**config.mk**
```make
export PLATFORM = sky130hd
export DESIGN_NAME = fetch_unit
export DESIGN_NICKNAME = d
export VERILOG_FILES = /design/src/hdl/cache_pkg.sv /design/src/hdl/fetch_unit.sv
export SDC_FILE = /design/constraint.sdc
export NUM_CORES = 1
export LEC_CHECK = 0
export BUFFER_PORTS_ARGS = -buffer_cell sky130_fd_sc_hd__buf_2
export CORE_MARGIN = 1.5
export CORE_UTILIZATION = 40
export CTS_CLUSTER_DIAMETER = 80
export DETAILED_ROUTE_END_ITERATION = 8
export GPL_ROUTABILITY_DRIVEN = 0
export PLACE_DENSITY = 0.62
export SETUP_SLACK_MARGIN = 0.02
export SYNTH_ARGS = -nofsm -noshare
export SYNTH_HDL_FRONTEND = slang
export SYNTH_SLANG_ARGS = --single-unit
```
**constraint.sdc**
```tcl
create_clock -name clk -period 6.92 [get_ports clk]
set_input_delay 0.692 -clock clk [delete_from_list [all_inputs] [get_ports clk]]
set_output_delay 0.692 -clock clk [all_outputs]
set_load 0.02 [all_outputs]
```
**src/hdl/cache_pkg.sv**
```systemverilog
package cache_pkg;

    // address split into tag, index and byte offset
    localparam int ADDR_W   = 32;
    localparam int TAG_W    = 23;
    localparam int INDEX_W  = 6;
    localparam int OFFSET_W = 3;

    localparam int SETS = 64;

    // a line holds two instruction words
    localparam int WORD_W = 32;
    localparam int LINE_W = 64;

    // lookup is entered one cycle after a request is taken
    typedef enum logic [2:0] {
        idle,
        lookup,
        miss,
        replace,
        refill
    } cache_state_t;

endpackage

```
**src/hdl/fetch_unit.sv**
```systemverilog
`timescale 1ns/1ns

module fetch_unit (
    input  logic                         clk,
    input  logic                         rst,
    input  logic                         run,
    input  logic                         redirect,
    input  logic [cache_pkg::ADDR_W-1:0] redirect_pc,
    output logic                         req_valid,
    output logic [cache_pkg::ADDR_W-1:0] req_addr,
    input  logic                         addr_ok,
    input  logic                         data_ok,
    input  logic [cache_pkg::WORD_W-1:0] rdata,
    output logic                         insn_valid,
    output logic [cache_pkg::ADDR_W-1:0] insn_pc,
    output logic [cache_pkg::WORD_W-1:0] insn_data,
    input  logic                         insn_ready
);
    import cache_pkg::*;

    logic [ADDR_W-1:0] next_pc;
    logic              accept;
    logic              raise;
    logic              pop;
    // raised and not yet answered, the held request included
    logic [1:0]        pending;

    // pcs of accepted requests, answered in order
    logic [ADDR_W-1:0] pc_q [2];
    logic              pc_wp;
    logic              pc_rp;

    // 2-entry output fifo
    logic [ADDR_W-1:0] out_pc [2];
    logic [WORD_W-1:0] out_data [2];
    logic              out_wp;
    logic              out_rp;
    logic [1:0]        out_cnt;

    assign accept = req_valid && addr_ok;
    assign pop    = insn_valid && insn_ready;

    // every pending request owns a free fifo slot, so data_ok never finds it full
    assign raise = run && !redirect && (!req_valid || accept)
                && ((2'd2 - out_cnt) > pending);

    // a held request is not withdrawn by redirect, it completes first
    always_ff @(posedge clk) begin
        if (rst) begin
            next_pc   <= '0;
            req_valid <= 1'b0;
            pending   <= '0;
        end else begin
            if (redirect) begin
                next_pc <= redirect_pc;
            end else if (raise) begin
                next_pc <= next_pc + ADDR_W'(4);
            end
            if (raise) begin
                req_valid <= 1'b1;
            end else if (accept) begin
                req_valid <= 1'b0;
            end
            pending <= pending + {1'b0, raise} - {1'b0, data_ok};
        end
    end

    always_ff @(posedge clk) begin
        if (raise) begin
            req_addr <= next_pc;
        end
        if (accept) begin
            pc_q[pc_wp] <= req_addr;
        end
        if (data_ok) begin
            out_pc[out_wp]   <= pc_q[pc_rp];
            out_data[out_wp] <= rdata;
        end
    end

    always_ff @(posedge clk) begin
        if (rst) begin
            pc_wp   <= 1'b0;
            pc_rp   <= 1'b0;
            out_wp  <= 1'b0;
            out_rp  <= 1'b0;
            out_cnt <= '0;
        end else begin
            if (accept) begin
                pc_wp <= ~pc_wp;
            end
            if (data_ok) begin
                pc_rp  <= ~pc_rp;
                out_wp <= ~out_wp;
            end
            if (pop) begin
                out_rp <= ~out_rp;
            end
            out_cnt <= out_cnt + {1'b0, data_ok} - {1'b0, pop};
        end
    end

    assign insn_valid = (out_cnt != 2'd0);
    assign insn_pc    = out_pc[out_rp];
    assign insn_data  = out_data[out_rp];

endmodule

```
==> reports/results.ini <==
[clock_tree]
cts_root_buf=clkbuf_16
cts.clk_slew.worst_paths_ps=60
cts_resized=0
clk_path_buf_depth=3
post-cts-setup-buffer-count=0
cts_tree=yes
cts_inserted_buffers=29
clkSinkCount=267
clock_latency_ps=530
htreeDepth=1
ctsHoldBuffers=0

[logic_synthesis]
ys_seq_elements=267
yosys_warnings=0
synthFlopType=edfxtp_1
avgSynthCellArea_um2=16.48
synth_xor_xnor_area_share_pct=2.478
synthDistinctLibCells=46
synth.cell_area_um2=10250
postSynthCellCount=622
synth.area.top_cells=edfxtp_1 (66%), mux2_2 (11%), dfxtp_1 (8.4%), xnor2_1 (1.8%), nor2_1 (1.5%)
async_flop_share_pct=0
synth_adder_area_share_pct=0.9766
muxShareOfSynthArea_pct=10.84
synthSimpleGateAreaFrac_pct=6.860
synth_top_area_share_pct=65.63
netlist_top_cells_count=edfxtp_1 (224), mux2_2 (96), dfxtp_1 (43)
synth.yosys.seq_area_share_pct=74.02
synth_top_family_by_area=multiplexers
synth-edff-count=224
synth-compound-area-share_pct=3.235
synth_fp_nets=701
synth.most_common_cell=edfxtp_1
synth_top_area_cell=edfxtp_1

[power]
leakage_nw=4.369
finalPower_mw=4.351
peakVddDrop_mv=0.2926
powerDensity_nw_per_um2=353.2

[drt]
wl_per_cell_um=17.51
firstDrtPassIters=4
drt.antenna.violating_nets=0
drt-vias-per-instance=4.883
drc=0
via_count=5611
wl_mm=20.12
drtIter0Drc=394

[cells_and_area]
nFillCells=2186
n_antenna_cell=0
area_delta_synth_final_pct=20.18
finalInstanceArea_um2=12320
nNetsFinal=875
drive_above_1_share_pct=38.95

[worst_setup_path]
required_ps=7300
crit_path_top_delay_cell=nor2_4
rrSetupSlack_ps=3820
crit_fanout=33
reg2reg_to=pending[1]$_SDFF_PP0_
worstPathCellList=inv_1 > ha_1 > inv_1 > ha_1 > nor2b_1 > o2111ai_2 > buf_4 > nor2_4 > ha_1 > xnor2_1 > xnor2_1 > nor2_1
cp-end-kind=flop
worst_path_most_repeated_cell=ha_1
crit_path_start_kind=flop
ff2ff_path_depth=12
path_buf_inv=3
crit_type=reg2reg
slowest_delay_ps=780
crit_family=simple AND/OR/NAND/NOR gates
cp.arrival_ps=3480
r2r-start=out_cnt[1]$_SDFF_PP0_
worstSetupPathDepth=12

[floorplan]
die_height_um=163.1
core-area_um2=25180
placementRows=58
start_util_pct=40.70
die_area_um2=26590
die_x_um=163.1
pin_count=169

[sta]
skew_ps=10.58
setup-tns-final_ps=0
setup_violations=0
rsz0062_at_grt=no
final-max-slew-violation-count=0
min_period_over_period_pct=44.80
finalCriticalPeriod_ps=3100
tightest_slew_ps=1077
fmaxAchievable_ghz=0.3226
max_slew_margin_pct=28.03
hold_viol=0

[grt]
met2_usage_pct=25.18
gr-usage-met1_pct=19.97
antenna_found_initial=0
grt_pass1_vias=5510
grt_pass1_wl_mm=30.82
grt-ovfl-total=0
gr-max-usage-layer=met2
globalRouteMet3Util_pct=2.641
grt_use_total_pct=14.95
grt_max_degree=65

[worst_hold_path]
hold_end=out_data[0][2]$_DFFE_PP_
min-delay-start=rdata[2]
worstHoldPathCells=1
min_path_type=in2reg

[placed_design]
placed_area_um2=11450
portBuffers=168
place_hpwl_mm=12.41

[job]
cap_violations=0

[outcome]
status=completed

[power by group]
group	switching (mW)	internal, mW	total [mW]	leakage, nW
sequential	0.141	1.96	2.10	2.44
clock	0.600	0.805	1.40	0.421
combinational	0.516	0.330	0.846	1.51
[worst max path at each step]
stage | startpoint | to | slack, ps
detailed placement | out_cnt[1]$_SDFF_PP0_ | pending[1]$_SDFF_PP0_ | 3790
finish | out_cnt[1]$_SDFF_PP0_ | pending[1]$_SDFF_PP0_ | 3820
global placement | out_cnt[1]$_SDFF_PP0_ | pending[1]$_SDFF_PP0_ | 3890
global route | out_cnt[1]$_SDFF_PP0_ | pending[1]$_SDFF_PP0_ | 3510
floorplan | data_ok | out_data[0][0]$_DFFE_PP_ | 2920
CTS | out_cnt[1]$_SDFF_PP0_ | pending[1]$_SDFF_PP0_ | 3770
[sequential cells by signal, summed over array words and instances (netlist names), named ones only]
name       flops
pc_rp          1
pc_wp          1
out_cnt        2
pending        2
pc_q          64
out_data      64
out_pc        64
next_pc       32
req_valid      1
out_rp         1
out_wp         1
req_addr      32
[kinds of logic (layout without fill, tap and decap cells)]
family	after synthesis	in the layout
and+or+nand+nor	133	133
buffers and inverters	41	238
AOI/OAI and AO/OA	45	45
xor gates and xnor gates	29	29
muxes	99	99
adders and majority gates	8	8
DFF	267	267
[through the flow]
step	cells	setup WS (ps)	util, %	hold slack [ps]
CTS	1149	3772	48.92	314.3
global placement	1095	3888	45.48	412.4
floorplan	622	2920	-	407.6
finish	1149	3820	48.92	343.2
detailed placement	1095	3794	45.48	422.8
global route	1149	3506	48.92	311.9
[metal layers]
metal | vias up | wire [µm]
li1 | 2712 | -
met1 | 2733 | 8997
met2 | 140 | 9694
met3 | 26 | 1055
met4 | 0 | 370
met5 | - | 0
[cells in the final DEF (no fill, tap or decap), drive strengths merged, types with 10 or more instances in the layout]
master	n
edfxtp	224
xnor2	21
clkinv	15
buf	172
mux2	96
dfxtp	43
nor3	10
inv	14
a211oi	17
nand4	13
nand2	23
clkbuf	36
nor2	41
[layout make-up]
type / instances / area (µm²) / area share (%)
Clock inverter: 18 / 113.9 / 0.9243
Tap cell: 330 / 412.9 / 3.352
Sequential cell: 267 / 7591 / 61.63
Multi-Input combinational cell: 314 / 2532 / 20.56
Inverter: 12 / 45.04 / 0.3657
Clock buffer: 36 / 752.0 / 6.105
Timing Repair Buffer: 172 / 870.8 / 7.070
No activity file was read; power rests on OpenSTA's default activity.
